### config.mk
export PLATFORM = sky130hd
export DESIGN_NAME = lsu_port
export DESIGN_NICKNAME = d
export VERILOG_FILES = /design/src/mem_types_pkg.sv /design/src/arb_types_pkg.sv /design/src/lsu_port.sv
export VERILOG_INCLUDE_DIRS = /design/src /design/src/include
export SDC_FILE = /design/constraint.sdc
export NUM_CORES = 1
export LEC_CHECK = 0
export BUFFER_PORTS_ARGS = -buffer_cell sky130_fd_sc_hd__buf_4
export CAP_MARGIN = 40
export CORE_AREA = 4 4 136 138
export CTS_CLUSTER_SIZE = 14
export DETAILED_ROUTE_END_ITERATION = 12
export DIE_AREA = 0 0 140 142
export PLACE_DENSITY = 0.67
export SYNTH_ARGS = -nofsm -noshare
export SYNTH_HDL_FRONTEND = slang
export SYNTH_SLANG_ARGS = --single-unit
### constraint.sdc
create_clock -name clk -period 3.4 [get_ports clk]
set_input_delay 0.34 -clock clk [delete_from_list [all_inputs] [get_ports clk]]
set_output_delay 0.34 -clock clk [all_outputs]
set_load 0.02 [all_outputs]
### src/include/mem_consts.svh
//**********************************************************************
// address window and RAM depth shared by the memory stage
// RAM_BASE must be 8-byte aligned; the window is 8 << RAM_INDEX_W bytes
//**********************************************************************
`ifndef MEM_CONSTS_SVH
`define MEM_CONSTS_SVH

// byte address of the first RAM byte
`define RAM_BASE 64'h0000_0000_8000_0000

// doubleword index width, 1024 dwords of RAM
`define RAM_INDEX_W 10

// data path width
`define XLEN 64

`endif

### src/mem_types_pkg.sv
//**********************************************************************
// address, data and access-size types of the memory stage
// widths follow mem_consts.svh
//**********************************************************************
`include "mem_consts.svh"

package mem_types_pkg;

    typedef logic [`XLEN-1:0]        addr_t;
    typedef logic [`XLEN-1:0]        dword_t;
    typedef logic [31:0]             inst_t;
    typedef logic [7:0]              byte_mask_t;
    typedef logic [`RAM_INDEX_W-1:0] ram_index_t;

    // natural access sizes, 1, 2, 4 and 8 bytes
    typedef enum logic [1:0] {
        SIZE_B = 2'd0,
        SIZE_H = 2'd1,
        SIZE_W = 2'd2,
        SIZE_D = 2'd3
    } access_size_e;

endpackage

### src/arb_types_pkg.sv
//**********************************************************************
// requester ids and port states used around the RAM arbiter
//**********************************************************************
package arb_types_pkg;

    typedef enum logic {
        REQ_FETCH = 1'b0,
        REQ_LSU   = 1'b1
    } req_id_e;

    // idle, or holding one response
    typedef enum logic {
        PORT_IDLE = 1'b0,
        PORT_RESP = 1'b1
    } port_state_e;

endpackage

### src/lsu_port.sv
//**********************************************************************
// load/store requester; one access in flight, loads are zero-extended
// misaligned or out-of-window accesses get err and never reach the RAM
//**********************************************************************
`timescale 1ns/1ps
`include "mem_consts.svh"

module lsu_port (
    input  logic                        clk,
    input  logic                        rst_n,
    input  logic                        lsu_req_valid,
    output logic                        lsu_req_ready,
    input  logic                        lsu_req_write,
    input  mem_types_pkg::addr_t        lsu_req_addr,
    input  mem_types_pkg::access_size_e lsu_req_size,
    input  mem_types_pkg::dword_t       lsu_req_wdata,
    output logic                        lsu_rsp_valid,
    input  logic                        lsu_rsp_ready,
    output mem_types_pkg::dword_t       lsu_rsp_rdata,
    output logic                        lsu_rsp_err,
    output logic                        lsu_bus_valid,
    input  logic                        lsu_bus_ready,
    output logic                        lsu_bus_write,
    output mem_types_pkg::ram_index_t   lsu_bus_index,
    output mem_types_pkg::dword_t       lsu_bus_wdata,
    output mem_types_pkg::byte_mask_t   lsu_bus_mask,
    input  mem_types_pkg::dword_t       ram_rdata
);
    localparam int WIN_W = `RAM_INDEX_W + 3;

    arb_types_pkg::port_state_e  state_q;
    mem_types_pkg::addr_t        win_off;
    logic                        aligned;
    logic                        legal;
    logic                        req_fire;
    mem_types_pkg::byte_mask_t   size_mask;
    mem_types_pkg::dword_t       wdata_rep;
    mem_types_pkg::access_size_e size_q;
    logic [2:0]                  offset_q;
    logic                        err_q;
    logic                        write_q;
    logic                        fresh_q;
    mem_types_pkg::dword_t       lane_data;
    mem_types_pkg::dword_t       load_data;
    mem_types_pkg::dword_t       rdata_q;

    // wraps to a huge offset below the base
    assign win_off = lsu_req_addr - `RAM_BASE;

    always_comb begin
        case (lsu_req_size)
            mem_types_pkg::SIZE_B: begin
                aligned   = 1'b1;
                size_mask = 8'h01;
                wdata_rep = {8{lsu_req_wdata[7:0]}};
            end
            mem_types_pkg::SIZE_H: begin
                aligned   = (lsu_req_addr[0] == 1'b0);
                size_mask = 8'h03;
                wdata_rep = {4{lsu_req_wdata[15:0]}};
            end
            mem_types_pkg::SIZE_W: begin
                aligned   = (lsu_req_addr[1:0] == 2'b00);
                size_mask = 8'h0f;
                wdata_rep = {2{lsu_req_wdata[31:0]}};
            end
            default: begin
                aligned   = (lsu_req_addr[2:0] == 3'b000);
                size_mask = 8'hff;
                wdata_rep = lsu_req_wdata;
            end
        endcase
    end

    assign legal = aligned && (win_off[`XLEN-1:WIN_W] == '0);

    // legal accesses wait for the grant, illegal ones are taken at once
    assign lsu_bus_valid = (state_q == arb_types_pkg::PORT_IDLE) && lsu_req_valid && legal;
    assign lsu_req_ready = (state_q == arb_types_pkg::PORT_IDLE) && lsu_req_valid &&
                           (legal ? lsu_bus_ready : 1'b1);
    assign req_fire      = lsu_req_valid && lsu_req_ready;

    assign lsu_bus_write = lsu_req_write;
    assign lsu_bus_index = win_off[WIN_W-1:3];
    assign lsu_bus_wdata = wdata_rep;
    assign lsu_bus_mask  = size_mask << lsu_req_addr[2:0];

    always_ff @(posedge clk) begin
        if (!rst_n) begin
            state_q <= arb_types_pkg::PORT_IDLE;
            fresh_q <= 1'b0;
        end else begin
            fresh_q <= req_fire;
            case (state_q)
                arb_types_pkg::PORT_IDLE: begin
                    if (req_fire) begin
                        state_q <= arb_types_pkg::PORT_RESP;
                    end
                end
                default: begin
                    if (lsu_rsp_ready) begin
                        state_q <= arb_types_pkg::PORT_IDLE;
                    end
                end
            endcase
        end
    end

    always_ff @(posedge clk) begin
        if (req_fire) begin
            size_q   <= lsu_req_size;
            offset_q <= lsu_req_addr[2:0];
            err_q    <= !legal;
            write_q  <= lsu_req_write;
        end
    end

    // lane select, then zero-extend by size
    assign lane_data = ram_rdata >> {offset_q, 3'b000};

    always_comb begin
        case (size_q)
            mem_types_pkg::SIZE_B: load_data = {56'd0, lane_data[7:0]};
            mem_types_pkg::SIZE_H: load_data = {48'd0, lane_data[15:0]};
            mem_types_pkg::SIZE_W: load_data = {32'd0, lane_data[31:0]};
            default:               load_data = lane_data;
        endcase
        if (err_q || write_q) begin
            load_data = '0;
        end
    end

    // ram_rdata is only valid in the first response cycle
    always_ff @(posedge clk) begin
        if (fresh_q) begin
            rdata_q <= load_data;
        end
    end

    assign lsu_rsp_valid = (state_q == arb_types_pkg::PORT_RESP);
    assign lsu_rsp_rdata = fresh_q ? load_data : rdata_q;
    assign lsu_rsp_err   = err_q;

    rsp_held_a: assert property (
        @(posedge clk) disable iff (!rst_n)
        lsu_rsp_valid && !lsu_rsp_ready |=>
            lsu_rsp_valid && $stable(lsu_rsp_rdata) && $stable(lsu_rsp_err)
    ) else $error("lsu response dropped or changed before rsp_ready");

endmodule

Word-level counts from Yosys, hierarchy flattened:

Index checks and enable logic that the tools add are counted.

* register bits: 73
* output and inout port bits: 151

* add/sub/neg operators: 1
* equal/unequal tests: 4
* shift operators: 2
* mux-type cells: 10
* bitwise operators: 2
* reductions and logical operators: 12

Operators by type and width (number)
* one-hot mux 64 bit (3 select lines): 2
* two-way mux 64 bit: 2
* right shift 64 x 6 -> 64 bit: 1
* subtractor 64 x 32 -> 64 bit (second input constant): 1
* zero test 51 bit: 1
* one-hot mux 8 bit (3 select lines): 1
* << shifter 8 x 3 -> 8 bit: 1
* zero test 2 bit: 3
* logical AND 1 bit: 5
* == test 2 x 1 -> 1 bit (second input constant): 2
* == test 2 bit (second input constant): 2
* two-way mux 1 bit: 4
* zero test 3 bit: 1
* one-hot mux 1 bit (3 select lines): 1
* NOT 1 bit: 2
* zero test 1 bit: 1
* logical OR 1 bit: 1

Logic depth before layout (Yosys ltp):

* depth in word-level cells: 8
* mapped depth: 8
* gate-level depth less buffers: 5

Least setup slack after synthesis:

Ideal clock, no wire load.

* path kind: input -> register
* start: in lsu_req_addr[47]
* end: reg err_q, in the netlist lsu_rsp_err (enable)
* library setup time: 0.373 ns
* arrival: 2.087 ns
* data required time: 3.027 ns
* setup slack: 0.940 ns
* cell stages on the path: 5
* cell sequence: or3_4 or4_4 o41ai_2 a21oi_2 a21oi_1

* word-level cells in the longest chain between the ends: 6

Ends and longest elaborated chain
* from (decl): RTL line lsu_port.sv:14 `input mem_types_pkg::addr_t lsu_req_addr,`
* subtractor 64 x 32 -> 64 bit (no source line)
* zero test 51 bit: RTL line lsu_port.sv:75 `` assign legal = aligned && (win_off[`XLEN-1:WIN_W] == '0); ``
* logical AND 1 bit: RTL line lsu_port.sv:75
* two-way mux 1 bit: RTL line lsu_port.sv:80 `(legal ? lsu_bus_ready : 1'b1);`
* logical AND 1 bit: RTL line lsu_port.sv:79 `assign lsu_req_ready = (state_q == arb_types_pkg::PORT_IDLE) && lsu_req_valid &&`
* logical AND 1 bit: RTL line lsu_port.sv:81 `assign req_fire = lsu_req_valid && lsu_req_ready;`
* named net req_fire: RTL line lsu_port.sv:35 `logic req_fire;`
* to (signal assigned): RTL line lsu_port.sv:113 `err_q <= !legal;`
* to (decl): RTL line lsu_port.sv:40 `logic err_q;`

The timed path passes the listed nets, and every way through them passes these cells.
A chain may end at the register's enable or synchronous reset.

Worst setup path after layout:

* start: reg offset_q[2]
* end: out lsu_rsp_rdata[62]

* word-level cells in the longest chain between the ends: 4

Ends and longest elaborated chain
* from (decl): RTL line lsu_port.sv:39 `logic [2:0] offset_q;`
* from (signal assigned): RTL line lsu_port.sv:112 `offset_q <= lsu_req_addr[2:0];`
* right shift 64 x 6 -> 64 bit: RTL line lsu_port.sv:119 `assign lane_data = ram_rdata >> {offset_q, 3'b000};`
* one-hot mux 64 bit (3 select lines): RTL line lsu_port.sv:122 `case (size_q)`
* two-way mux 64 bit: RTL line lsu_port.sv:128 `if (err_q || write_q) begin`
* two-way mux 64 bit
* to (decl): RTL line lsu_port.sv:19 `output mem_types_pkg::dword_t lsu_rsp_rdata,`

No other way between the ends.

==> flow_summary.json <==
{
  "outcome": "completed",
  "r2r_cells": 6,
  "r2r_setup_slack_ns": 1.37,
  "synth_edf_count": 7,
  "synth-seq-area-share_pct": 28.3,
  "grt_pass1_wl_um": 35300,
  "final.min_clock_period_ns": 2.78,
  "io_buffers": 330,
  "cts_tree": "built",
  "worst_pin_slew_ns": 0.727,
  "postCtsSetupBuffers": 0,
  "endpoint_kind": "primary output",
  "cts-root-buf": "clkbuf_16",
  "die_w_um": 140,
  "powerDensity_nw_per_um2": 334,
  "syn_area_per_cell_sq_um": 9.44,
  "cts.sinks": 73,
  "grt_use_total_pct": 22.9,
  "ant_nets": 0,
  "ys_ff_latch": 73,
  "wl_per_cell_um": 22.2,
  "crit_type": "flip-flop to primary output",
  "die-area_sq_um": 19900,
  "hold_path_end": "write_q$_DFFE_PP_",
  "relSlewSlack_pct": 51.2,
  "fmax_mhz": 360,
  "firstDrtPassIters": 5,
  "clock_latency_ns": 0.33,
  "nFillCells": 1701,
  "grt-ovfl-total": 0,
  "synth_flop_cell": "dfxtp_1",
  "grt_max_degree": 80,
  "required_ns": 3.06,
  "r2r-start": "offset_q[2]$_DFFE_PP_",
  "syn_inst": 573,
  "antenna_found_initial": 3,
  "post-route-cell-area_sq_um": 8250,
  "numCtsBuffers": 9,
  "synth-async-reset-ratio_pct": 0,
  "fin_crit_sh_pct": 81.7,
  "synth.distinct_cells": 55,
  "drive_above_1_share_pct": 51.4,
  "start_kind": "flip-flop",
  "wl_um": 24200,
  "p_leak_nw": 3.59,
  "vias": 5862,
  "holdCritStartpoint": "lsu_req_write",
  "hold_buffers": 0,
  "fin_skew_ns": 0.00775,
  "cp.arrival_ns": 2.44,
  "first_iter_violations": 301,
  "grt_pass1_vias": 5865,
  "yosysWarnings": 0,
  "cp_slowest_cell": "nor3_1",
  "crit_chain": "clkinv_1 -> buf_4 -> nand4_1 -> nor3_1 -> buf_4 -> a22o_1 -> buf_4",
  "setup_viol_count_final": 0,
  "coreArea_sq_um": 17200,
  "worstPathMaxFanout": 33,
  "htree_levels": 3,
  "cts.repair.resized": 0,
  "initial_core_util_pct": 31.5,
  "dp_hpwl_um": 19600,
  "drc": 0,
  "irDropWorstVdd_uv": 242,
  "die_y_um": 142,
  "setup_ws_ns": 0.622,
  "synth_nets": 773,
  "crit_path_frequent_cell": "buf_4",
  "timing.rr.end": "rdata_q[56]$_DFF_P_",
  "clk_path_buf_depth": 2,
  "min_path_type": "primary input to flip-flop",
  "path_buf_inv": 4,
  "row_count": 48,
  "cap_viol_max_count": 0,
  "critPathMaxStageDelay_ns": 0.59,
  "fin_nets": 1057,
  "globalplace.congestion": 0.898,
  "dpl_cell_area_sq_um": 7940,
  "via_per_inst": 5.38,
  "pre_cts_ws_ns": 0.658,
  "final-hold-violation-count": 0,
  "area_delta_synth_final_pct": 52.5,
  "grt_setup_unrepaired": "no",
  "pin_count": 351,
  "cp_top_family": "buffers and inverters",
  "clkTransAtPathRegs_ns": 0.06,
  "setup_tns_ns": 0,
  "drv_slew": 0,
  "min_path_cells": 1,
  "syn_area_sq_um": 5410
}
==> how the worst max path moves through the flow <==
| stage | end | cells after the start | start |
|---|---|---|---|
| finish | lsu_rsp_rdata[62] | 7 | offset_q[2]$_DFFE_PP_ |
| global route | lsu_rsp_rdata[63] | 7 | offset_q[2]$_DFFE_PP_ |
| CTS | lsu_rsp_rdata[56] | 7 | offset_q[2]$_DFFE_PP_ |
| detailed placement | offset_q[1]$_DFFE_PP_ | 6 | lsu_req_addr[47] |
| global placement | offset_q[1]$_DFFE_PP_ | 6 | lsu_req_addr[47] |
| floorplan | lsu_rsp_err$_DFFE_PP_ | 5 | lsu_req_addr[47] |
==> layout by cell type, fill, tap and decap left out, drive strengths merged, types with 4 or more instances in the layout <==
cell | synthesis | routed
nor2 | 25 | 25
a22o | 17 | 17
buf | 32 | 340
inv | 12 | 12
mux2 | 54 | 54
dfxtp | 66 | 66
nor4 | 13 | 13
clkbuf | 35 | 13
a21oi | 37 | 37
o2bb2ai | 49 | 49
edfxtp | 7 | 7
mux4 | 22 | 22
o21a | 10 | 10
nand2 | 32 | 32
a211oi | 27 | 27
nor3 | 8 | 8
a31oi | 6 | 6
clkinv | 2 | 4
nor2b | 17 | 17
mux2i | 37 | 37
o21ai | 19 | 19
a22oi | 8 | 8
==> worst register-to-register path, delay by kind of cell (launching register included) <==
family	cells	cell delay, ns
flops	1	0.38
compound gates	1	0.17
buf+inv	3	0.67
simple gates	2	0.75
==> cell families (layout without fill, tap and decap cells) <==
| logic type | after synthesis | after routing | share of synthesized area (%) |
|---|---|---|---|
| compound gates | 186 | 186 | 25.1 |
| mux | 113 | 113 | 27.2 |
| other cells | 0 | 3 | 0 |
| flops | 73 | 73 | 28.3 |
| simple gates | 118 | 118 | 11.9 |
| buf+inv | 81 | 370 | 7.12 |
| xor+xnor | 2 | 2 | 0.324 |
==> synth_stat cells, types with 10 or more instances <==
master     instances  area [sq um]
inv_1             12          45.0
clkbuf_1          35           131
nor2b_1           17           106
a22o_1            17           149
nand2_1           32           120
mux4_2            22           495
a21oi_1           36           180
a211oi_1          27           203
nor2_1            25          93.8
mux2i_1           37           370
dfxtp_1           66          1320
o2bb2ai_1         49           429
o21ai_0           18          90.1
nor4_1            10          62.6
buf_4             19           143
o21a_1            10          75.1
mux2_2            54           608
==> registers in the layout, summed over array words and instances (netlist names) <==
name / count
rdata_q: 64
offset_q: 3
size_q: 2
fresh_q: 1
lsu_rsp_err: 1
lsu_rsp_valid: 1
write_q: 1
==> power breakdown <==
part / internal [mW] / switching, mW
combinational: 0.436 / 0.461
sequential: 0.887 / 0.00715
clock: 0.606 / 0.355
total: 1.93 / 0.823
==> per-layer routing <==
layer / wire length, um / track usage [%] / vias up / share of wire (%)
met5: 0 / 0 / - / 0
met4: 520 / 7.14 / 0 / 2.1
met3: 2020 / 5.28 / 29 / 8.3
met2: 12700 / 42.6 / 292 / 53
met1: 8950 / 26.1 / 2773 / 37
li1: - / - / 2768 / -
==> layout make-up <==
cell class | count | area (sq um) | area share [%]
Multi-Input combinational cell | 419 | 3500 | 42.4
Timing Repair Buffer | 340 | 2580 | 31.2
Sequential cell | 73 | 1530 | 18.6
Tap cell | 225 | 282 | 3.41
Clock buffer | 13 | 260 | 3.16
Inverter | 14 | 52.6 | 0.637
Clock inverter | 3 | 40.0 | 0.485
Antenna cell | 3 | 7.51 | 0.0910
==> per-stage QoR <==
| stage | std cells | util [%] | hold slack [ns] | total power [mW] |
|---|---|---|---|---|
| after floorplan | 573 | - | 0.439 | 1.39 |
| after global placement | 1071 | 46.2 | 0.449 | 1.80 |
| after detailed placement | 1071 | 46.2 | 0.453 | 1.81 |
| after CTS | 1087 | 48.0 | 0.200 | 2.77 |
| after global routing | 1090 | 48.0 | 0.201 | 2.87 |
| final | 1090 | 48.0 | 0.209 | 2.75 |
Note: power is estimated with default switching activity, not from simulation.
