--- src/include/mem_consts.svh ---
//**********************************************************************
// address window and RAM depth shared by the memory stage
// RAM_BASE must be 8-byte aligned; the window is 8 << RAM_INDEX_W bytes
//**********************************************************************
`ifndef MEM_CONSTS_SVH
`define MEM_CONSTS_SVH

// byte address of the first RAM byte
`define RAM_BASE 64'h0000_0000_8000_0000

// doubleword index width, 1024 dwords of RAM
`define RAM_INDEX_W 10

// data path width
`define XLEN 64

`endif

--- src/mem_types_pkg.sv ---
//**********************************************************************
// address, data and access-size types of the memory stage
// widths follow mem_consts.svh
//**********************************************************************
`include "mem_consts.svh"

package mem_types_pkg;

    typedef logic [`XLEN-1:0]        addr_t;
    typedef logic [`XLEN-1:0]        dword_t;
    typedef logic [31:0]             inst_t;
    typedef logic [7:0]              byte_mask_t;
    typedef logic [`RAM_INDEX_W-1:0] ram_index_t;

    // natural access sizes, 1, 2, 4 and 8 bytes
    typedef enum logic [1:0] {
        SIZE_B = 2'd0,
        SIZE_H = 2'd1,
        SIZE_W = 2'd2,
        SIZE_D = 2'd3
    } access_size_e;

endpackage

--- src/arb_types_pkg.sv ---
//**********************************************************************
// requester ids and port states used around the RAM arbiter
//**********************************************************************
package arb_types_pkg;

    typedef enum logic {
        REQ_FETCH = 1'b0,
        REQ_LSU   = 1'b1
    } req_id_e;

    // idle, or holding one response
    typedef enum logic {
        PORT_IDLE = 1'b0,
        PORT_RESP = 1'b1
    } port_state_e;

endpackage

--- src/mem_arbiter.sv ---
//**********************************************************************
// round-robin arbiter for the shared RAM with one grant per cycle
// fetch wins the first contended cycle after reset
//**********************************************************************
`timescale 1ns/1ps

module mem_arbiter (
    input  logic                      clk,
    input  logic                      rst_n,
    input  logic                      if_bus_valid,
    output logic                      if_bus_ready,
    input  mem_types_pkg::ram_index_t if_bus_index,
    input  logic                      lsu_bus_valid,
    output logic                      lsu_bus_ready,
    input  logic                      lsu_bus_write,
    input  mem_types_pkg::ram_index_t lsu_bus_index,
    input  mem_types_pkg::dword_t     lsu_bus_wdata,
    input  mem_types_pkg::byte_mask_t lsu_bus_mask,
    output logic                      ram_en,
    output logic                      ram_we,
    output mem_types_pkg::ram_index_t ram_index,
    output mem_types_pkg::dword_t     ram_wdata,
    output mem_types_pkg::byte_mask_t ram_mask
);
    arb_types_pkg::req_id_e last_q;
    arb_types_pkg::req_id_e grant_id;
    logic                   grant_any;

    always_comb begin
        grant_any = if_bus_valid || lsu_bus_valid;
        if (if_bus_valid && lsu_bus_valid) begin
            // on contention the one not served last goes
            grant_id = (last_q == arb_types_pkg::REQ_FETCH) ? arb_types_pkg::REQ_LSU
                                                            : arb_types_pkg::REQ_FETCH;
        end else if (lsu_bus_valid) begin
            grant_id = arb_types_pkg::REQ_LSU;
        end else begin
            grant_id = arb_types_pkg::REQ_FETCH;
        end
    end

    assign if_bus_ready  = grant_any && (grant_id == arb_types_pkg::REQ_FETCH);
    assign lsu_bus_ready = grant_any && (grant_id == arb_types_pkg::REQ_LSU);

    // starts as lsu so that fetch has priority first
    always_ff @(posedge clk) begin
        if (!rst_n) begin
            last_q <= arb_types_pkg::REQ_LSU;
        end else if (grant_any) begin
            last_q <= grant_id;
        end
    end

    // fetch is read-only
    assign ram_en    = grant_any;
    assign ram_we    = lsu_bus_ready && lsu_bus_write;
    assign ram_index = lsu_bus_ready ? lsu_bus_index : if_bus_index;
    assign ram_wdata = lsu_bus_wdata;
    assign ram_mask  = lsu_bus_ready ? lsu_bus_mask : 8'hff;

    // a requester passed over once is served on its next cycle
    if_turn_a: assert property (
        @(posedge clk) disable iff (!rst_n)
        if_bus_valid && !if_bus_ready |=> !if_bus_valid || if_bus_ready
    ) else $error("fetch passed over two cycles in a row");

    lsu_turn_a: assert property (
        @(posedge clk) disable iff (!rst_n)
        lsu_bus_valid && !lsu_bus_ready |=> !lsu_bus_valid || lsu_bus_ready
    ) else $error("lsu passed over two cycles in a row");

endmodule

--- config.mk ---
export PLATFORM = sky130hd
export DESIGN_NAME = mem_arbiter
export DESIGN_NICKNAME = d
export VERILOG_FILES = /design/src/mem_types_pkg.sv /design/src/arb_types_pkg.sv /design/src/mem_arbiter.sv
export VERILOG_INCLUDE_DIRS = /design/src /design/src/include
export SDC_FILE = /design/constraint.sdc
export NUM_CORES = 1
export LEC_CHECK = 0
export BUFFER_PORTS_ARGS = -buffer_cell sky130_fd_sc_hd__buf_2
export CAP_MARGIN = 25
export CORE_AREA = 2 2 71 73
export DETAILED_ROUTE_END_ITERATION = 8
export DIE_AREA = 0 0 73 75
export PLACE_DENSITY = 0.61
export SLEW_MARGIN = 20
export SYNTH_ARGS = -nofsm -noshare
export SYNTH_HDL_FRONTEND = slang
export SYNTH_SLANG_ARGS = --single-unit
--- constraint.sdc ---
create_clock -name clk -period 2.9 [get_ports clk]
set_input_delay 0.29 -clock clk [delete_from_list [all_inputs] [get_ports clk]]
set_output_delay 0.29 -clock clk [all_outputs]
set_load 0.01 [all_outputs]
# Word level (Yosys, flattened, before mapping)

Cells that the tools add are included.

Bits of input ports: 97
Flip-flop bits (word level): 1

Multiplexer cells: 5
Reduce and logical (&&, ||, !) cells: 5
Bitwise operators: 1

Operator list:

| cell               | count |
|---|---|
| two-way mux 10 bit | 1 |
| two-way mux 8 bit  | 1 |
| logical AND 1 bit  | 4 |
| two-way mux 1 bit  | 3 |
| logical OR 1 bit   | 1 |
| inverter 1 bit     | 1 |

# Depth between registers and ports, before layout

Gate-level depths: netlist of the first run.

Depth after elaboration: 4
Gate-level depth with buffers: 3
Mapped depth without buffers: 2

# Worst setup path after synthesis of the first run

OpenSTA, ideal clock, no wires.

Path kind: register to output
Start point: register last_q
End point: output port ram_index[0]
Stages on the path, launching flop included: 4
Arrival: 957 ps
Path slack: 1653 ps
Cell sequence: dfxtp_1 -> a21boi_2 -> buf_6 -> mux2_4

Word-level cells in the longest chain between the ends: 4

Ends and longest elaborated chain:

| element                  | line              | source |
|---|---|---|
| start: declaration       | mem_arbiter.sv:25 | `arb_types_pkg::req_id_e last_q;` |
| start signal: assignment | mem_arbiter.sv:48 | `last_q <= arb_types_pkg::REQ_LSU;` |
| start signal: assignment | mem_arbiter.sv:50 | `last_q <= grant_id;` |
| two-way mux 1 bit        | mem_arbiter.sv:33 | `grant_id = (last_q == arb_types_pkg::REQ_FETCH) ? arb_types_pkg::REQ_LSU` |
| two-way mux 1 bit        | mem_arbiter.sv:31 | `if (if_bus_valid && lsu_bus_valid) begin` |
| logical AND 1 bit        | mem_arbiter.sv:43 | `assign lsu_bus_ready = grant_any && (grant_id == arb_types_pkg::REQ_LSU);` |
| two-way mux 10 bit       | mem_arbiter.sv:57 | `assign ram_index = lsu_bus_ready ? lsu_bus_index : if_bus_index;` |
| end: declaration         | mem_arbiter.sv:21 | `output mem_types_pkg::ram_index_t ram_index,` |

No other way between the ends.

# Worst setup path after layout of the first run

Start point: input port lsu_bus_valid
End point: output port ram_index[7]

Word-level cells in the longest chain between the ends: 4

Ends and longest elaborated chain:

| element                                                | line                                 | source |
|---|---|---|
| start: declaration                                     | mem_arbiter.sv:13                    | `input logic lsu_bus_valid,` |
| two-way mux 1 bit or logical AND 1 bit (tied branches) | mem_arbiter.sv:35, mem_arbiter.sv:31 |  |
| two-way mux 1 bit                                      | mem_arbiter.sv:31                    |  |
| logical AND 1 bit *                                    | mem_arbiter.sv:43                    |  |
| two-way mux 10 bit *                                   | mem_arbiter.sv:57                    |  |

Every way passes the cells marked *; elsewhere a longest branch is shown, timed or not.

==> results of run 1 <==
-- power by group --
part	internal, W	switching (W)	total, W
sequential	0.0000151	0.000000996	0.0000161
combinational	0.0000543	0.0000367	0.0000910
clock	0	0	0
-- cell type report --
class	instances	area [um^2]	area share (%)
flip-flops and latches	1	20.0	3.25
well taps	54	67.6	11.0
repair buffers	55	278	45.1
inverters	1	3.75	0.610
multi-input cells	25	246	40.0
-- synth_stat cells --
library cell | instances | area (um^2)
a21boi_0 | 1 | 7.51
a21boi_2 | 1 | 11.3
and2_1 | 2 | 12.5
buf_4 | 64 | 480
buf_6 | 1 | 11.3
clkbuf_2 | 1 | 5.00
dfxtp_1 | 1 | 20.0
inv_1 | 1 | 3.75
mux2_4 | 10 | 150
nand2b_1 | 8 | 50.1
nor2_1 | 1 | 3.75
o21ai_0 | 1 | 5.00
or2_2 | 1 | 6.26
-- through the flow --
step / total power [W] / utilization, % / cells / worst slack (ns)
after floorplan: 0.000157 / - / 93 / 1.65
after global placement: 0.000108 / 13.2 / 136 / 1.03
after detailed placement: 0.000109 / 13.2 / 136 / 1.01
after CTS: 0.000109 / 13.2 / 136 / 1.01
after global routing: 0.000116 / 13.2 / 136 / 0.950
final: 0.000107 / 13.2 / 136 / 1.06
-- metal layers --
layer  vias up  track usage [%]  share of wire, %
li1        204                -                 -
met1       194             2.00                23
met2        69             8.61                46
met3        16             2.81                23
met4         0             4.12               7.4
met5         -                0                 0
-- kinds of logic (layout without fill, tap and decap cells) --
kind of cell           count (synthesis)  after routing  synth area share, %
flip-flops                             1              1                 2.61
AO/OA/AOI/OAI                          3              3                 3.10
multiplexers                          10             10                 19.6
AND/OR/NAND/NOR                       12             12                 9.46
buffers and inverters                 67             56                 65.3
-- how the worst max path moves through the flow --
| stage | cells after the start | end | slack (ns) | startpoint |
|---|---|---|---|---|
| 5_1_grt | 5 | ram_mask[0] | 0.95 | lsu_bus_valid |
| 3_5_place_dp | 4 | ram_index[7] | 1.01 | if_bus_valid |
| 4_1_cts | 4 | ram_index[7] | 1.01 | if_bus_valid |
| 3_3_place_gp | 4 | ram_index[7] | 1.03 | if_bus_valid |
| 6_report | 4 | ram_index[7] | 1.06 | lsu_bus_valid |
| 2_1_floorplan | 3 | ram_index[0] | 1.65 | last_q$_SDFFE_PN1P_ |
-- worst max-delay path, stage by stage --
cell and delay [ns]:
buf_2 0.10, a21boi_2 0.66, mux2_4 0.35, buf_2 0.14
==> out/results.ini, run 1 <==
[outcome]
status = finished clean

[power]
p_per_area_nw_per_um2 = 174
ir_worst_vdd_v = 0.0000317
p_leak_nw = 0.332

[timing]
fmax_mhz = 543
hold_violations = 0
drv_slew = 0
whs_ns = 0.479
worst_slew_pin_slew_ns = 0.841
relSlewSlack_pct = 43.6
final-setup-viol-count = 0
fin_crit_ns = 1.84
rsz0062_at_grt = false
skew_ns = 0
setup_tns_ns = 0
fin_crit_sh_pct = 63.6

[critical_path]
r2r_end = last_q$_SDFFE_PN1P_
cp-start-kind = primary input
critPathCaptureType = output pin
critPathKind = in -> out
crit_fanout = 12
cp.arrival_ns = 1.55
r2r_slack_ns = 2.21
cp_data_required_time_ns = 2.61
r2r-start = last_q$_SDFFE_PN1P_
reg2regPathDepth = 2

[clock_network]
insertion_delay_ns = 0
clk_pin_slew_ns = 0
postCtsHoldBufs = 0
ctsResizeCount = 0
cts_setup_buffers = 0

[synthesis]
synth_cell_types = 13
yosysSeqAreaShare_pct = 2.61
ys_ff_latch = 1
yosys_warnings = 0
syn_avg_cell_area_um2 = 8.25
syn_inst = 93
syn_area_um2 = 767
synthesis.nets = 190

[drt]
drt_wl_total_um = 1640
drc = 0
first_iter_violations = 7
vias = 483
avgRoutedWirePerCell_um = 12.0
via_per_inst = 3.55
ant_nets = 0
dr.pass1.iters = 2

[layout]
stdcell_area_um2 = 616
layout.nets = 181
layout_common_cells = buf_2 (54), mux2_4 (10), nand2b_1 (8)
largestRegisters = last_q x1
layout_commonest_cell = buf_2
layout-drive-gt1-share_pct = 81.7
largest_reg_flops = 1
largest_register = last_q
area_delta_synth_final_pct = -19.7
diodes = 0
fillers = 532

[min_path]
hold-path-cell-count = 2
whs_endpoint = last_q$_SDFFE_PN1P_
hold_class = in -> reg
worstHoldStart = rst_n

[placement]
postPlaceCellArea_um2 = 616
port_buffers = 54
gp_congestion = 0.548

[grt]
grt_pass1_vias = 388
grt-ovfl-total = 0
globalRouteTotalUtil_pct = 4.23
grt_max_degree = 13
antenna_found_initial = 0
grt_pass1_wl_um = 1820

[floorplanning]
die_area_um2 = 5480
core_um2 = 4660
ioPinCount = 183
rows = 25
fp.dieW_um = 73
die_height_um = 75
initial_core_util_pct = 16.5

[flow_run]
cap_violations = 0

(Power assumes the default switching activity.)
==> run 2: changes to the inputs <==
PLACE_DENSITY = 0.64   (was 0.61)
clock period = 1.6 ns   (was 2.9 ns; I/O delays follow)
==> run 2 against run 1 <==
Total power grew 86%; cell count is the same; flip-flop and latch count is the same; largest cell class unchanged.
==> out/results.ini, run 2 (synthesis results as in run 1) <==
[layout]
layout_common_cells = buf_2 (54), mux2_4 (10), nand2b_1 (8)  ; unchanged
layout_commonest_cell = buf_2  ; unchanged
largest_register = last_q  ; unchanged
stdcell_area_um2 = 628  ; was 616 um^2
largest_reg_flops = 1  ; unchanged
instances_no_fill = 136  ; unchanged
layout.nets = 181  ; unchanged
largestRegisters = last_q x1  ; unchanged
diodes = 0  ; unchanged
layout-drive-gt1-share_pct = 81.7  ; unchanged
fin_util_pct = 13.5  ; was 13.2%
area_delta_synth_final_pct = -18.1  ; was -19.7%

[min_path]
worstHoldStart = lsu_bus_wdata[10]  ; was rst_n
hold_class = in -> out  ; was in -> reg
hold-path-cell-count = 0  ; was 2
whs_endpoint = ram_wdata[10]  ; was last_q$_SDFFE_PN1P_

[timing]
worst_slew_pin_slew_ns = 0.148  ; was 0.841 ns
hold_violations = 0  ; unchanged
drv_slew = 0  ; unchanged
whs_ns = 0.320  ; was 0.479 ns
fin_crit_sh_pct = 80.8
fmax_mhz = 773
skew_ns = 0  ; unchanged
fin_crit_ns = 1.29
final-setup-viol-count = 0  ; unchanged
rsz0062_at_grt = false  ; unchanged
relSlewSlack_pct = 90.1  ; was 43.6%
setup_tns_ns = 0  ; unchanged

[drt]
via_per_inst = 3.60  ; was 3.55
dr.pass1.iters = 3  ; was 2
first_iter_violations = 8  ; was 7
drc = 0  ; unchanged
avgRoutedWirePerCell_um = 12.3  ; was 12.0 um
ant_nets = 0  ; unchanged
drt_wl_total_um = 1680  ; was 1640 um
vias = 489  ; was 483

[critical_path]
crit_path_top_delay_cell = mux2_4  ; was a21boi_2
critPathKind = reg -> out  ; was in -> out
r2r_end = last_q$_SDFFE_PN1P_  ; unchanged
critPathCaptureType = output pin  ; unchanged
r2r-start = last_q$_SDFFE_PN1P_  ; unchanged
slowest_delay_ns = 0.32  ; was 0.66 ns
cp_data_required_time_ns = 1.44  ; was 2.61 ns
r2r_slack_ns = 0.91  ; was 2.21 ns
cp.arrival_ns = 1.13  ; was 1.55 ns
crit_fanout = 20  ; was 12
cp-start-kind = flop  ; was primary input
crit_chain = a21boi_2 -> buf_12 -> mux2_4 -> buf_2  ; was buf_2 -> a21boi_2 -> mux2_4 -> buf_2
reg2regPathDepth = 2  ; unchanged

[floorplanning]
initial_core_util_pct = 16.5  ; unchanged
ioPinCount = 183  ; unchanged
fp.dieW_um = 73  ; unchanged
core_um2 = 4660  ; unchanged
die_area_um2 = 5480  ; unchanged
die_height_um = 75  ; unchanged
rows = 25  ; unchanged

[clock_network]
cts_setup_buffers = 0  ; unchanged
clk_pin_slew_ns = 0  ; about the same
ctsResizeCount = 0  ; unchanged
postCtsHoldBufs = 0  ; unchanged
insertion_delay_ns = 0  ; about the same

[placement]
dp.cells = 136  ; unchanged
port_buffers = 54  ; unchanged
postPlaceCellArea_um2 = 628  ; was 616 um^2
gp_congestion = 0.554  ; was 0.548

[power]
ir_worst_vdd_v = 0.0000651  ; was 0.0000317 V
p_leak_nw = 0.336  ; was 0.332 nW
p_per_area_nw_per_um2 = 317  ; was 174 nW/um^2

[outcome]
status = finished clean  ; unchanged

[grt]
grt_pass1_wl_um = 1930  ; was 1820 um
antenna_found_initial = 0  ; unchanged
grt_pass1_vias = 398  ; was 388
grt_max_degree = 21  ; was 13
grt-ovfl-total = 0  ; unchanged
globalRouteTotalUtil_pct = 4.54  ; was 4.23%

[flow_run]
cap_violations = 0  ; unchanged

[run 2: cell counts in the layout (fill, tap and decap cells not counted)]
No cell type changed its count.
[run 2: critical path, delay by kind of cell, from the launching register on]
family                 cells  cell delay [ns]
flip-flops                 1             0.31
AO/OA/AOI/OAI              1             0.17
buffers and inverters      2             0.32
multiplexers               1             0.32
[run 2: per-layer routing]
metal  wire, um  up-vias  part of all wire [%]  global-route usage (%)
met5          0        -                     0                       0
met4        117        0                   7.0                    4.32
met3        427       20                    25                    3.61
met2        732       75                    44                    8.61
met1        401      190                    24                    2.32
li1           -      204                     -                       -
[run 2: cell type report]
cell class | count | area [um^2]
Timing Repair Buffer | 55 | 290
Multi-Input combinational cell | 25 | 246
Tap cell | 54 | 67.6
Fill cell | 538 | 4030
Inverter | 1 | 3.75
Sequential cell | 1 | 20.0
[run 2: worst max path at each step]
stage	from	endpoint	cells after the start
5_1_grt	last_q$_SDFFE_PN1P_	ram_index[9]	4
2_1_floorplan	last_q$_SDFFE_PN1P_	ram_index[0]	3
3_5_place_dp	last_q$_SDFFE_PN1P_	ram_index[9]	4
3_3_place_gp	last_q$_SDFFE_PN1P_	ram_index[9]	4
6_report	last_q$_SDFFE_PN1P_	ram_index[9]	4
4_1_cts	last_q$_SDFFE_PN1P_	ram_index[9]	4
[run 2: through the flow]
stage	power [W]	setup WS, ns
2_1_floorplan	0.000285	0.483
3_3_place_gp	0.000200	0.317
3_5_place_dp	0.000202	0.294
4_1_cts	0.000202	0.294
5_1_grt	0.000215	0.252
6_report	0.000199	0.307
[run 2: power breakdown]
| part | switching, W | leakage [nW] | internal (W) |
|---|---|---|---|
| combinational | 0.0000673 | 0.328 | 0.000102 |
| clock | 0 | 0 | 0 |
| sequential | 0.00000192 | 0.00834 | 0.0000273 |
