[src/include/mem_consts.svh]
//**********************************************************************
// address window and RAM depth shared by the memory stage
// RAM_BASE must be 8-byte aligned; the window is 8 << RAM_INDEX_W bytes
//**********************************************************************
`ifndef MEM_CONSTS_SVH
`define MEM_CONSTS_SVH

// byte address of the first RAM byte
`define RAM_BASE 64'h0000_0000_8000_0000

// doubleword index width, 1024 dwords of RAM
`define RAM_INDEX_W 10

// data path width
`define XLEN 64

`endif

[src/mem_types_pkg.sv]
//**********************************************************************
// address, data and access-size types of the memory stage
// widths follow mem_consts.svh
//**********************************************************************
`include "mem_consts.svh"

package mem_types_pkg;

    typedef logic [`XLEN-1:0]        addr_t;
    typedef logic [`XLEN-1:0]        dword_t;
    typedef logic [31:0]             inst_t;
    typedef logic [7:0]              byte_mask_t;
    typedef logic [`RAM_INDEX_W-1:0] ram_index_t;

    // natural access sizes, 1, 2, 4 and 8 bytes
    typedef enum logic [1:0] {
        SIZE_B = 2'd0,
        SIZE_H = 2'd1,
        SIZE_W = 2'd2,
        SIZE_D = 2'd3
    } access_size_e;

endpackage

[src/arb_types_pkg.sv]
//**********************************************************************
// requester ids and port states used around the RAM arbiter
//**********************************************************************
package arb_types_pkg;

    typedef enum logic {
        REQ_FETCH = 1'b0,
        REQ_LSU   = 1'b1
    } req_id_e;

    // idle, or holding one response
    typedef enum logic {
        PORT_IDLE = 1'b0,
        PORT_RESP = 1'b1
    } port_state_e;

endpackage

[src/fetch_port.sv]
//**********************************************************************
// instruction requester; 4-byte aligned fetches inside the RAM window
// one fetch in flight, the response waits for if_rsp_ready
//**********************************************************************
`timescale 1ns/1ps
`include "mem_consts.svh"

module fetch_port (
    input  logic                      clk,
    input  logic                      rst_n,
    input  logic                      if_req_valid,
    output logic                      if_req_ready,
    input  mem_types_pkg::addr_t      if_req_addr,
    output logic                      if_rsp_valid,
    input  logic                      if_rsp_ready,
    output mem_types_pkg::inst_t      if_rsp_inst,
    output logic                      if_rsp_err,
    output logic                      if_bus_valid,
    input  logic                      if_bus_ready,
    output mem_types_pkg::ram_index_t if_bus_index,
    input  mem_types_pkg::dword_t     ram_rdata
);
    localparam int WIN_W = `RAM_INDEX_W + 3;

    arb_types_pkg::port_state_e state_q;
    mem_types_pkg::addr_t       win_off;
    logic                       legal;
    logic                       req_fire;
    logic                       half_q;
    logic                       err_q;
    logic                       fresh_q;
    mem_types_pkg::inst_t       inst_sel;
    mem_types_pkg::inst_t       inst_q;

    assign win_off = if_req_addr - `RAM_BASE;
    assign legal   = (if_req_addr[1:0] == 2'b00) && (win_off[`XLEN-1:WIN_W] == '0);

    assign if_bus_valid = (state_q == arb_types_pkg::PORT_IDLE) && if_req_valid && legal;
    assign if_req_ready = (state_q == arb_types_pkg::PORT_IDLE) && if_req_valid &&
                          (legal ? if_bus_ready : 1'b1);
    assign req_fire     = if_req_valid && if_req_ready;
    assign if_bus_index = win_off[WIN_W-1:3];

    always_ff @(posedge clk) begin
        if (!rst_n) begin
            state_q <= arb_types_pkg::PORT_IDLE;
            fresh_q <= 1'b0;
        end else begin
            fresh_q <= req_fire;
            if (state_q == arb_types_pkg::PORT_IDLE && req_fire) begin
                state_q <= arb_types_pkg::PORT_RESP;
            end else if (state_q == arb_types_pkg::PORT_RESP && if_rsp_ready) begin
                state_q <= arb_types_pkg::PORT_IDLE;
            end
        end
    end

    always_ff @(posedge clk) begin
        if (req_fire) begin
            half_q <= if_req_addr[2];
            err_q  <= !legal;
        end
    end

    // addr[2] picks the upper word
    assign inst_sel = err_q ? '0 : (half_q ? ram_rdata[63:32] : ram_rdata[31:0]);

    always_ff @(posedge clk) begin
        if (fresh_q) begin
            inst_q <= inst_sel;
        end
    end

    assign if_rsp_valid = (state_q == arb_types_pkg::PORT_RESP);
    assign if_rsp_inst  = fresh_q ? inst_sel : inst_q;
    assign if_rsp_err   = err_q;

endmodule

[config.mk]
export PLATFORM = sky130hd
export DESIGN_NAME = fetch_port
export DESIGN_NICKNAME = d
export VERILOG_FILES = /design/src/mem_types_pkg.sv /design/src/arb_types_pkg.sv /design/src/fetch_port.sv
export VERILOG_INCLUDE_DIRS = /design/src /design/src/include
export SDC_FILE = /design/constraint.sdc
export NUM_CORES = 1
export LEC_CHECK = 0
export BUFFER_PORTS_ARGS = -buffer_cell sky130_fd_sc_hd__buf_2
export CORE_MARGIN = 1
export CORE_UTILIZATION = 42
export CTS_BUF_LIST = sky130_fd_sc_hd__clkbuf_8
export DETAILED_ROUTE_END_ITERATION = 8
export MAX_ROUTING_LAYER = met4
export PLACE_DENSITY_LB_ADDON = 0.08
export SLEW_MARGIN = 10
export SYNTH_ARGS = -nofsm -noshare
export SYNTH_HDL_FRONTEND = slang
export SYNTH_SLANG_ARGS = --single-unit
[constraint.sdc]
create_clock -name clk -period 7.2 [get_ports clk]
set_input_delay 1.44 -clock clk [delete_from_list [all_inputs] [get_ports clk]]
set_output_delay 1.44 -clock clk [all_outputs]
set_load 0.05 [all_outputs]
==> Yosys cells after proc, flatten, opt, wreduce, memory -nomap -nowiden <==
Cells that the tools add are included.
{ "op_classes": {"addsub": 1, "n_mux": 6, "n_bitwise": 1, "reduce_logical": 11} }
{ "ops": {"columns": ["operator", "n"], "rows": [
  ["32-bit 2-to-1 mux", 3],
  ["64-bit by 32-bit subtractor with 64-bit output (second input constant)", 1],
  ["51-bit zero test", 1],
  ["1-bit logical AND", 7],
  ["1-bit 2-to-1 mux", 3],
  ["2-bit zero test", 1],
  ["2-bit nonzero test", 1],
  ["1-bit zero test", 1],
  ["1-bit inverter", 1]
]} }
{ "word_totals": {"reg_bits": 36, "in_bits": 133, "out_inout_bits": 46} }

==> Depth between registers and ports, before layout <==
Gate-level depths: netlist of run 1.
{ "logic_depth": {"depth_word": 8, "mapped_depth": 6, "mapped_depth_nobuf": 6} }

==> Worst setup path after synthesis of run 1 <==
Ideal clock, no wire load.
{ "synth_path": {"path_type": "input to output", "from": "input port if_req_addr[32]", "to": "output port if_req_ready", "arrival_ps": 3219, "required_ps": 5760, "slack_ps": 2541, "cell_stages": 6, "cell_sequence": "nor4_4 -> nand4b_4 -> o41ai_4 -> nand4_1 -> or3b_1 -> o21a_1"} }
{ "synth_via": {"elab_chain_cells": 5} }
{ "synth_lines": {"columns": ["element", "line", "text"], "rows": [
  ["start: declaration", "fetch_port.sv:13", "input mem_types_pkg::addr_t if_req_addr,"],
  ["64-bit by 32-bit subtractor with 64-bit output (no line)", null, null],
  ["51-bit zero test", "fetch_port.sv:36", "assign legal = (if_req_addr[1:0] == 2'b00) && (win_off[`XLEN-1:WIN_W] == '0);"],
  ["1-bit logical AND", "fetch_port.sv:36", null],
  ["1-bit 2-to-1 mux", "fetch_port.sv:40", "(legal ? if_bus_ready : 1'b1);"],
  ["1-bit logical AND", "fetch_port.sv:39", "assign if_req_ready = (state_q == arb_types_pkg::PORT_IDLE) && if_req_valid &&"],
  ["end: declaration", "fetch_port.sv:12", "output logic if_req_ready,"]
]} }
No other way between the ends.

==> Worst setup path in the final report of run 1 <==
Ends and elaborated chain as after synthesis.

==> results of run 1 <==
worst reg2reg max path: stages (launching register included):
cell and delay [ps]:
dfxtp_1 1050, nand2b_1 110, buf_4 280, o22ai_1 220
metrics by stage:
step           util (%)  worst slack, ps
2_1_floorplan         -             2541
3_3_place_gp      61.61             2290
3_5_place_dp      61.61             2239
4_1_cts           65.16             2229
5_1_grt           65.16             2077
6_report          65.16             2214
state kept, by name (all words and copies together) (netlist names):
name and cells:
if_rsp_valid 1, half_q 1, if_rsp_err 1, fresh_q 1
inst_q 32
report_power, final:
| part | total [mW] | internal [mW] | leakage, nW | switching, mW |
|---|---|---|---|---|
| Sequential | 0.212 | 0.208 | 0.292 | 0.00464 |
| Clock | 0.241 | 0.173 | 0.0784 | 0.0675 |
| Combinational | 0.108 | 0.0471 | 1.07 | 0.0607 |
| Total | 0.561 | 0.428 | 1.44 | 0.133 |
kinds of logic after synthesis:
kind of cell | count (synthesis) | synth area share (%)
flops | 36 | 37.00
compound gates | 43 | 14.88
buf+inv | 53 | 11.81
mux | 33 | 16.50
simple gates | 59 | 18.50
xor+xnor | 3 | 1.313
cell usage after synthesis (all sizes together):
cell	instances	share of area (%)
a21oi	2	0.50
and2	1	0.31
buf	16	4.9
clkbuf	5	0.94
dfxtp	34	34
edfxtp	2	3.0
inv	32	6.0
mux2i	33	17
nand2	6	1.1
nand2b	1	0.31
nand3	2	0.50
nand4	8	2.5
nand4b	2	1.6
nor2	10	1.9
nor2b	2	0.62
nor3	5	1.5
nor3b	2	0.75
nor4	16	5.7
nor4b	2	0.88
o211a	1	0.50
o21a	2	0.75
o21ai	3	0.94
o22ai	32	10
o2bb2ai	1	0.44
o31ai	1	0.38
o41ai	1	1.4
or3	1	0.31
or3b	1	0.44
xnor2	1	0.44
xor2	2	0.88
final timing paths:
kind,startpoint,endpoint,slack [ps],cells past startpoint
setup reg to reg,fresh_q,inst_q[3],5450,3
hold reg to reg,inst_q[8],inst_q[8],460,2
hold / removal,inst_q[8],inst_q[8],460,2
setup / recovery,if_req_addr[32],if_req_ready,2210,8
final cells by class:
cell class,count,area (µm²)
clock inverter,3,90.09
tap,52,65.06
sequential,36,740.7
timing repair buffer,160,805.8
inverter,32,120.1
multi-input combinational,138,1025
fill,413,1559
clock buffer,5,68.82
per-layer routing:
metal | global-route usage [%] | vias to the layer above | routed length [µm]
met5 | - | - | 0
met4 | 8.889 | 0 | 99
met3 | 4.274 | 12 | 374
met2 | 44.02 | 98 | 2989
met1 | 21.26 | 962 | 1967
li1 | - | 1109 | -
cell usage in the layout, fill, tap and decap left out, types with 2 or more instances in the layout:
cell       netlist  layout
a21oi_1          2       2
o21a_1           2       2
nor4b_1          2       2
o21ai_0          2       2
clkbuf_8         0       5
nor2_1          10      10
inv_1           32      32
nand3_1          2       2
buf_4           10       2
nor3_1           4       4
dfxtp_1         34      34
nor2b_1          2       2
nor3b_1          2       2
xor2_1           2       2
edfxtp_1         2       2
bufinv_16        0       3
o22ai_1         32      32
nand4_1          8       8
nand2_1          6       6
mux2i_1         33      33
nor4_1          15      15
buf_2            0     158
==> key figures, run 1 <==
Outcome
  • Status: finished with violations
  • Failing checks: DRC

Clock tree
  • CTS sink count: 36
  • Setup Buffers After CTS: 0
  • Clock Pin Slew Worst Setup and Hold Paths: 70 ps
  • Longest Clk Path Bufs: 2
  • Post-CTS sizing: 0
  • CTS tree: built
  • Clk Latency, worst-skew pair: 280 ps
  • CTS HTree Levels: 2
  • Clock Tree Root: clkbuf_8
  • Number of hold buffers added after CTS: 0
  • CTS buffer count: 5

Drt
  • DR pass1 iterations: 7
  • Residual DRC: 9
  • Vias per cell: 5.120
  • Vias: 2181
  • First DRT Iteration DRCs: 92
  • Remaining antenna violation count: 0
  • WL final: 5432 µm
  • Mean routed wirelength per cell: 12.75 µm

Worst hold path
  • Hold Path Class: flop to flop

Global routing
  • Gr usage total: 22.44%
  • Largest net degree at the start of global routing: 34
  • First-pass GRT wire length: 8700 µm
  • GR Overflow Total: 0
  • Vias in the first global route: 2049
  • Initial antenna violation count: 0

STA
  • Post-route setup TNS: 0 ps
  • Fmax: 0.2006 GHz
  • Final Skew: 4.735 ps
  • Final min period: 4986 ps
  • Final setup viols: 0
  • Fin Hold WS: 461.5 ps
  • Slew HR: 26.66%
  • Pins Over Slew Limit: 0
  • Worst-Margin Slew: 1099 ps
  • Final Cycle Share: 69.25%
  • RSZ-0062 raised after global routing: no
  • Final hold viol count: 0

Setup path
  • Critical path buffers and inverters: 2
  • Slowest CP cell: nor4_4
  • Worst Path Arrival: 3550 ps
  • Required time worst endpoint: 5760 ps
  • Worst-path cell chain: buf_2 -> nor4_4 -> nand4_1 -> nor4_1 -> nand4_1 -> or3b_1 -> o21a_1 -> buf_2
  • CP Max Fanout: 6
  • Top delay family on crit path: simple AND/OR/NAND/NOR gates
  • Worst path max stage delay: 470 ps
  • Crit end category: output pin
  • Critical path launch point type: input pin
  • Crit path kind: input pin to output pin

Pwr
  • Maximum VDD drop: 151.7 µV
  • Pwr dens: 192.4 nW/µm²
  • Pleak: 1.439 nW
  • Total Power: 561.0 µW

Placed design
  • Placed Area: 2756 µm²
  • DP HPWL: 4471 µm
  • Placed cell count: 418
  • GPL Wtd Cong: 0.7905
  • Port Buffer Count: 158

Floorplanning
  • Initial Util: 44.74%
  • Die Ht: 71.04 µm
  • Core area: 4474 µm²
  • Die area: 5047 µm²
  • Die X: 71.04 µm
  • Io pins: 179
  • Rows: 24

Layout
  • Design area: 2915 µm²
  • Share of cells above drive strength 1: 46.26%
  • P&R area growth vs syn: 45.63%
  • Nets: 506
  • Antenna cell count: 0
  • Final cell count without fillers: 426

Logic synthesis
  • Synth Area per Inst: 8.819 µm²
  • Mapped cell area: 2002 µm²
  • Synthesized instance count: 227
  • Yosys reg bits: 36
  • Synth unique cells: 35
  • Net Count, Synth: 360
  • Sequential area share after synthesis: 37.00%
  • Ys Warns: 0

Job
  • Max cap viols: 0
Power figures use the tool's default switching activity.
==> inputs of run 2 (changes only) <==
--- a/config.mk
+++ b/config.mk
@@ -8,7 +8,7 @@
 export LEC_CHECK = 0
 export BUFFER_PORTS_ARGS = -buffer_cell sky130_fd_sc_hd__buf_2
 export CORE_MARGIN = 1
-export CORE_UTILIZATION = 42
+export CORE_UTILIZATION = 39
 export CTS_BUF_LIST = sky130_fd_sc_hd__clkbuf_8
 export DETAILED_ROUTE_END_ITERATION = 8
 export MAX_ROUTING_LAYER = met4
==> constraint.sdc (replaced) <==
create_clock -name clk -period 4.9 [get_ports clk]
set_input_delay 0.98 -clock clk [delete_from_list [all_inputs] [get_ports clk]]
set_output_delay 0.98 -clock clk [all_outputs]
set_load 0.05 [all_outputs]
==> run 2 against run 1 <==
Effect of this change:
- highest routed layer unchanged
- design area shrank 1.4%
- critical path depth is the same
- the run now ends clean
- worst hold slack lost 2.9 ps
- via count shrank 0.32%
- non-clock buffer count grew 1
- global-route usage shrank 2.5 points
- flip-flop and latch count is the same
- largest cell class unchanged
==> key figures, run 2 (same netlist as run 1, synthesis figures left out) <==
Outcome
  • Status: finished clean (was finished with violations)

Global routing
  • Vias in the first global route: 1934 (was 2049)
  • Routing usage on met3: 4.664% (was 4.274%)
  • Gr busiest metal: met2 (unchanged)
  • Grt met2 use: 33.84% (was 44.02%)
  • Grt met1 use: 22.73% (was 21.26%)
  • Gr usage total: 19.96% (was 22.44%)
  • Largest net degree at the start of global routing: 34 (unchanged)
  • First-pass GRT wire length: 8204 µm (was 8700 µm)
  • GR Overflow Total: 0 (unchanged)
  • Initial antenna violation count: 0 (unchanged)

Setup path
  • Crit path kind: input pin to output pin (unchanged)
  • Critical path launch point type: input pin (unchanged)
  • Worst Path Arrival: 3060 ps (was 3550 ps)
  • Required time worst endpoint: 3920 ps (was 5760 ps)
  • Crit end category: output pin (unchanged)
  • CP Max Fanout: 6 (unchanged)

Job
  • Max cap viols: 0 (unchanged)

Pwr
  • Combinational power share: 23.5% (was 19.2%)
  • Maximum VDD drop: 147.8 µV (was 151.7 µV)
  • Switching Share: 28.16% (was 23.69%)
  • Internal power component: 487.7 µW (was 428.1 µW)
  • Pwr dens: 236.1 nW/µm² (was 192.4 nW/µm²)
  • Pleak: 1.418 nW (was 1.439 nW)
  • Sw power: 191.2 µW (was 132.9 µW)
  • Flop pwr share: 45.9% (was 37.9%)
  • Clock Power Share: 30.6% (was 42.9%)

STA
  • Pins Over Slew Limit: 0 (unchanged)
  • Fin Hold WS: 458.6 ps (was 461.5 ps)
  • RSZ-0062 raised after global routing: no (unchanged)
  • Final Skew: 8.409 ps (was 4.735 ps)
  • Fin worst setup slack: 859.8 ps (was 2214 ps)
  • Slew HR: 44.38% (was 26.66%)
  • Final setup viols: 0 (unchanged)
  • Final min period: 4040 ps
  • Post-route setup TNS: 0 ps (unchanged)
  • Worst-Margin Slew: 834.3 ps (was 1099 ps)
  • Final Cycle Share: 82.45%
  • Final hold viol count: 0 (unchanged)
  • Fmax: 0.2475 GHz

Floorplanning
  • Rows: 25 (was 24)
  • Die Ht: 73.65 µm (was 71.04 µm)
  • Io pins: 179 (unchanged)
  • Die area: 5424 µm² (was 5047 µm²)
  • Initial Util: 41.56% (was 44.74%)
  • Die X: 73.65 µm (was 71.04 µm)
  • Core area: 4817 µm² (was 4474 µm²)

Drt
  • DR pass1 iterations: 4 (was 7)
  • Residual DRC: 0 (was 9)
  • WL final: 5378 µm (was 5432 µm)
  • Remaining antenna violation count: 0 (unchanged)
  • Mean routed wirelength per cell: 12.17 µm (was 12.75 µm)
  • First DRT Iteration DRCs: 76 (was 92)
  • Vias per cell: 4.919 (was 5.120)
  • Vias: 2174 (was 2181)

Clock tree
  • CTS tree: built (unchanged)
  • CTS HTree Levels: 2 (unchanged)
  • CTS buffer count: 5 (unchanged)
  • Post-CTS sizing: 0 (unchanged)
  • CTS sink count: 36 (unchanged)
  • Clock Pin Slew Worst Setup and Hold Paths: 70 ps (about the same)
  • Setup Buffers After CTS: 0 (unchanged)
  • Longest Clk Path Bufs: 2 (unchanged)
  • Clk Latency, worst-skew pair: 270 ps (was 280 ps)
  • Number of hold buffers added after CTS: 0 (unchanged)
  • Clock Tree Root: clkbuf_8 (unchanged)

Layout
  • Design area: 2875 µm² (was 2915 µm²)
  • Register area: 740.7 µm² (unchanged)
  • Final cell count without fillers: 442 (was 426)
  • P&R area growth vs syn: 43.63% (was 45.63%)
  • Most flops, register: inst_q (unchanged)
  • Share of cells above drive strength 1: 46.13% (was 46.26%)
  • Most frequent cells in the layout: buf_2 (158), dfxtp_1 (34), inv_1 (33), mux2i_1 (33), o22ai_1 (32) (was buf_2 (158), dfxtp_1 (34), mux2i_1 (33))
  • Nets: 507 (was 506)
  • Footprint of the multi-input gates: 1025 µm² (unchanged)
  • Largest register FFs: 32 (unchanged)
  • Most common cell after layout, fill and taps aside: buf_2 (unchanged)
  • # fillers: 472 (was 413)
  • Antenna cell count: 0 (unchanged)

Placed design
  • DP HPWL: 4503 µm (was 4471 µm)
  • Port Buffer Count: 158 (unchanged)
  • Placed cell count: 434 (was 418)
  • Placed Area: 2783 µm² (was 2756 µm²)
  • GPL Wtd Cong: 0.8810 (was 0.7905)
  • Dpl ws: 852.4 ps (was 2239 ps)

Worst hold path
  • Hold Path Class: flop to flop (unchanged)
==> run 2: cell types whose count changed in the layout (fill, tap and decap cells not counted), sizes merged <==
| cell | change |
|---|---|
| clkbuf | +1 |
| buf | +1 |
| inv | +2 |
| bufinv | -3 |
==> run 2: worst paths after layout <==
kind,slack (ps),startpoint,end,cells after the start
max,860,if_req_addr[32],if_req_ready,8
min,460,inst_q[9],inst_q[9],2
max reg2reg,3080,half_q,inst_q[23],3
min reg2reg,460,inst_q[9],inst_q[9],2
==> run 2: critical path, stage by stage <==
cell	delay, ps
buf_2	120
nor4_4	460
nand4b_4	190
o41ai_4	330
nand4_1	160
or3b_1	440
o21a_1	180
buf_2	200
==> run 2: area by class of cell <==
cell class | count | area share (%)
multi-input cells | 138 | 35.64
repair buffers | 161 | 28.29
flip-flops and latches | 36 | 25.76
inverters | 32 | 4.178
well taps | 67 | 2.916
clock buffers | 6 | 2.872
clock inverters | 2 | 0.3481
==> run 2: per-layer routing <==
metal	share of wire [%]	vias to the layer above	wire, µm
met2	48	100	2597
met1	43	949	2291
met5	0	-	0
met4	1.8	0	98
li1	-	1115	-
met3	7.3	10	391
==> run 2: through the flow <==
step	util, %	total power [mW]
4_1_cts	59.69	0.6893
2_1_floorplan	-	0.4255
5_1_grt	59.69	0.7145
3_3_place_gp	57.77	0.4767
3_5_place_dp	57.77	0.4784
6_report	59.69	0.6789
==> run 2: power groups by stage <==
stage	registers, mW	logic [mW]	clock network (mW)
after detailed placement	0.318	0.160	0
after floorplan	0.317	0.109	0
after global routing	0.313	0.173	0.229
after global placement	0.318	0.159	0
final	0.311	0.160	0.208
after CTS	0.311	0.161	0.217
==> inputs of run 3 (changes only) <==
--- a/config.mk
+++ b/config.mk
@@ -8,7 +8,7 @@
 export LEC_CHECK = 0
 export BUFFER_PORTS_ARGS = -buffer_cell sky130_fd_sc_hd__buf_2
 export CORE_MARGIN = 1
-export CORE_UTILIZATION = 39
+export CORE_UTILIZATION = 35
 export CTS_BUF_LIST = sky130_fd_sc_hd__clkbuf_8
 export DETAILED_ROUTE_END_ITERATION = 8
 export MAX_ROUTING_LAYER = met4
==> constraint.sdc (replaced) <==
create_clock -name clk -period 3.45 [get_ports clk]
set_input_delay 0.69 -clock clk [delete_from_list [all_inputs] [get_ports clk]]
set_output_delay 0.69 -clock clk [all_outputs]
set_load 0.05 [all_outputs]
==> run 3 against run 2 <==
Effect of this change:
- utilization down 7.0 points
- largest cell class unchanged
- cell count is 1.6% higher
- critical path type unchanged
- first-iteration DRC count fell by 26%
==> key figures, run 3 (same netlist as run 1, synthesis figures left out) <==
Outcome
  • Status: finished clean (unchanged)

Setup path
  • Worst R2R Start: half_q (unchanged)
  • Worst r2r path cells: 3 (unchanged)
  • CP startpoint: if_req_addr[36] (was if_req_addr[32])
  • Top delay family on crit path: simple AND/OR/NAND/NOR gates (unchanged)
  • Critical path depth: 8 (unchanged)
  • Slowest CP cell: or3b_4 (was nor4_4)
  • Worst-path cell chain: buf_2 -> nor4_4 -> nand4b_4 -> o41ai_4 -> nand4_1 -> or3b_4 -> o21a_1 -> buf_2 (was buf_2 -> nor4_4 -> nand4b_4 -> o41ai_4 -> nand4_1 -> or3b_1 -> o21a_1 -> buf_2)
  • Crit path kind: input pin to output pin (unchanged)
  • Crit end category: output pin (unchanged)
  • Worst Path Arrival: 2630 ps (was 3060 ps)
  • Critical path buffers and inverters: 2 (unchanged)
  • CP Max Fanout: 4 (was 6)
  • Critical path launch point type: input pin (unchanged)
  • Worst path max stage delay: 430 ps (was 460 ps)
  • CP dominant cell by count: buf_2 (unchanged)
  • Crit Reg-Reg Endpoint: inst_q[30] (was inst_q[23])
  • R2R Setup Slk: 2280 ps (was 3080 ps)
  • Required time worst endpoint: 2760 ps (was 3920 ps)
  • Worst Setup EP: if_req_ready (unchanged)

STA
  • Post-route setup TNS: 0 ps (unchanged)
  • Slew HR: 76.45% (was 44.38%)
  • Final setup viols: 0 (unchanged)
  • Final Skew: 4.820 ps (was 8.409 ps)
  • Final hold viol count: 0 (unchanged)
  • Final Cycle Share: 96.33%
  • Fmax: 0.3009 GHz
  • RSZ-0062 raised after global routing: no (unchanged)
  • Pins Over Slew Limit: 0 (unchanged)
  • Final min period: 3323 ps
  • Worst-Margin Slew: 349.5 ps (was 834.3 ps)
  • Fin worst setup slack: 126.7 ps (was 859.8 ps)

Drt
  • DR pass1 iterations: 6 (was 4)
  • Residual DRC: 0 (unchanged)
  • Vias: 2195 (was 2174)
  • WL final: 5641 µm (was 5378 µm)
  • Remaining antenna violation count: 0 (unchanged)
  • Vias per cell: 4.889 (was 4.919)
  • First DRT Iteration DRCs: 56 (was 76)
  • Mean routed wirelength per cell: 12.56 µm (was 12.17 µm)

Global routing
  • Vias in the first global route: 2059 (was 1934)
  • Largest net degree at the start of global routing: 33 (was 34)
  • Gr usage total: 19.24% (was 19.96%)
  • GR Overflow Total: 0 (unchanged)
  • Initial antenna violation count: 0 (unchanged)
  • First-pass GRT wire length: 9114 µm (was 8204 µm)

Clock tree
  • Clock Tree Root: clkbuf_8 (unchanged)
  • CTS buffer count: 5 (unchanged)
  • CTS tree: built (unchanged)
  • Setup Buffers After CTS: 0 (unchanged)
  • Clk Latency, worst-skew pair: 270 ps (about the same)
  • Clock Pin Slew Worst Setup and Hold Paths: 70 ps (about the same)
  • CTS HTree Levels: 2 (unchanged)
  • CTS sink count: 36 (unchanged)
  • Longest Clk Path Bufs: 2 (unchanged)

Layout
  • Most common cell after layout, fill and taps aside: buf_2 (unchanged)
  • Antenna cell count: 0 (unchanged)
  • # fillers: 556 (was 472)
  • Most flops, register: inst_q (unchanged)
  • Nets: 510 (was 507)
  • Most frequent cells in the layout: buf_2 (158), dfxtp_1 (34), inv_1 (33), mux2i_1 (33), o22ai_1 (32) (unchanged)
  • Share of cells above drive strength 1: 47.21% (was 46.13%)
  • P&R area growth vs syn: 45.06% (was 43.63%)
  • Design area: 2904 µm² (was 2875 µm²)
  • Largest register FFs: 32 (unchanged)

Floorplanning
  • Initial Util: 36.36% (was 41.56%)
  • Io pins: 179 (unchanged)
  • Rows: 27 (was 25)
  • Core area: 5507 µm² (was 4817 µm²)
  • Die area: 6026 µm² (was 5424 µm²)
  • Die X: 77.63 µm (was 73.65 µm)
  • Die Ht: 77.63 µm (was 73.65 µm)

Pwr
  • Internal power component: 669.0 µW (was 487.7 µW)
  • Pleak: 1.435 nW (was 1.418 nW)
  • Switching Share: 28.82% (was 28.16%)
  • Flop pwr share: 46.7% (was 45.9%)
  • Total Power: 939.9 µW (was 678.9 µW)
  • Clock Power Share: 28.4% (was 30.6%)
  • Combinational power share: 24.9% (was 23.5%)
  • Maximum VDD drop: 264.1 µV (was 147.8 µV)
  • Sw power: 270.9 µW (was 191.2 µW)
  • Pwr dens: 323.7 nW/µm² (was 236.1 nW/µm²)

Placed design
  • GPL Wtd Cong: 0.8732 (was 0.8810)
  • Placed Area: 2811 µm² (was 2783 µm²)
  • Dpl ws: 82.46 ps (was 852.4 ps)
  • DP HPWL: 4537 µm (was 4503 µm)
  • Port Buffer Count: 158 (unchanged)

Job
  • Max cap viols: 0 (unchanged)

Worst hold path
  • Hold path start: inst_q[12] (was inst_q[9])
  • Worst Hold Depth: 2 (unchanged)
  • Hold Path Class: flop to flop (unchanged)
==> run 3: cell types whose count changed in the layout (fill, tap and decap cells not counted) <==
cell / delta
buf_4: +3
clkbuf_8: -1
clkinv_2: +1
inv_4: -1
nor4_1: -2
nor4_2: +2
or3b_1: -1
or3b_4: +1
==> run 3: worst min-delay path by stage <==
stage / endpoint / slack, ps
floorplan: half_q / 790
global placement: inst_q[8] / 450
detailed placement: inst_q[14] / 460
CTS: inst_q[14] / 470
global route: inst_q[17] / 490
finish: inst_q[12] / 460
==> run 3: power groups by stage <==
stage | Clock [mW] | Sequential [mW] | Combinational, mW
CTS | 0.283 | 0.439 | 0.234
detailed placement | 0 | 0.448 | 0.234
global placement | 0 | 0.448 | 0.232
global route | 0.294 | 0.440 | 0.254
finish | 0.267 | 0.439 | 0.234
floorplan | 0 | 0.450 | 0.155
==> run 3: timing repair <==
item | 4_1_cts | 5_1_grt
endpoints found under the setup margin | 0 | 2
gates resized for setup | 0 | 3
hold buffers | 0 | 0
==> run 3: per-stage QoR <==
stage,utilization (%),instances,hold slack (ps)
5_1_grt,52.74,449,489.2
2_1_floorplan,-,227,788.9
6_report,52.74,449,462.4
3_3_place_gp,51.06,442,447.9
4_1_cts,52.47,449,466.8
3_5_place_dp,51.06,442,455.7
==> run 3: routing by layer <==
layer	GRT usage (%)	routed length, µm	part of all wire (%)
met1	21.84	2463	44
met2	33.63	2715	48
met3	4.353	401	7.1
met4	5.660	60	1.1
met5	-	0	0
==> run 3: cell type report <==
cell class              instances  area (µm²)  area share [%]
multi-input cells             138        1040           35.80
repair buffers                164       835.8           28.78
flip-flops and latches         36       740.7           25.51
inverters                      32       120.1           4.136
well taps                      72       90.09           3.102
clock buffers                   5       68.82           2.370
clock inverters                 2       8.758          0.3016
==> run 3: worst reg2reg max path: stages, from the launching register on <==
cell and delay, ps:
edfxtp_1 350, buf_4 300, mux2i_1 280, o22ai_1 110
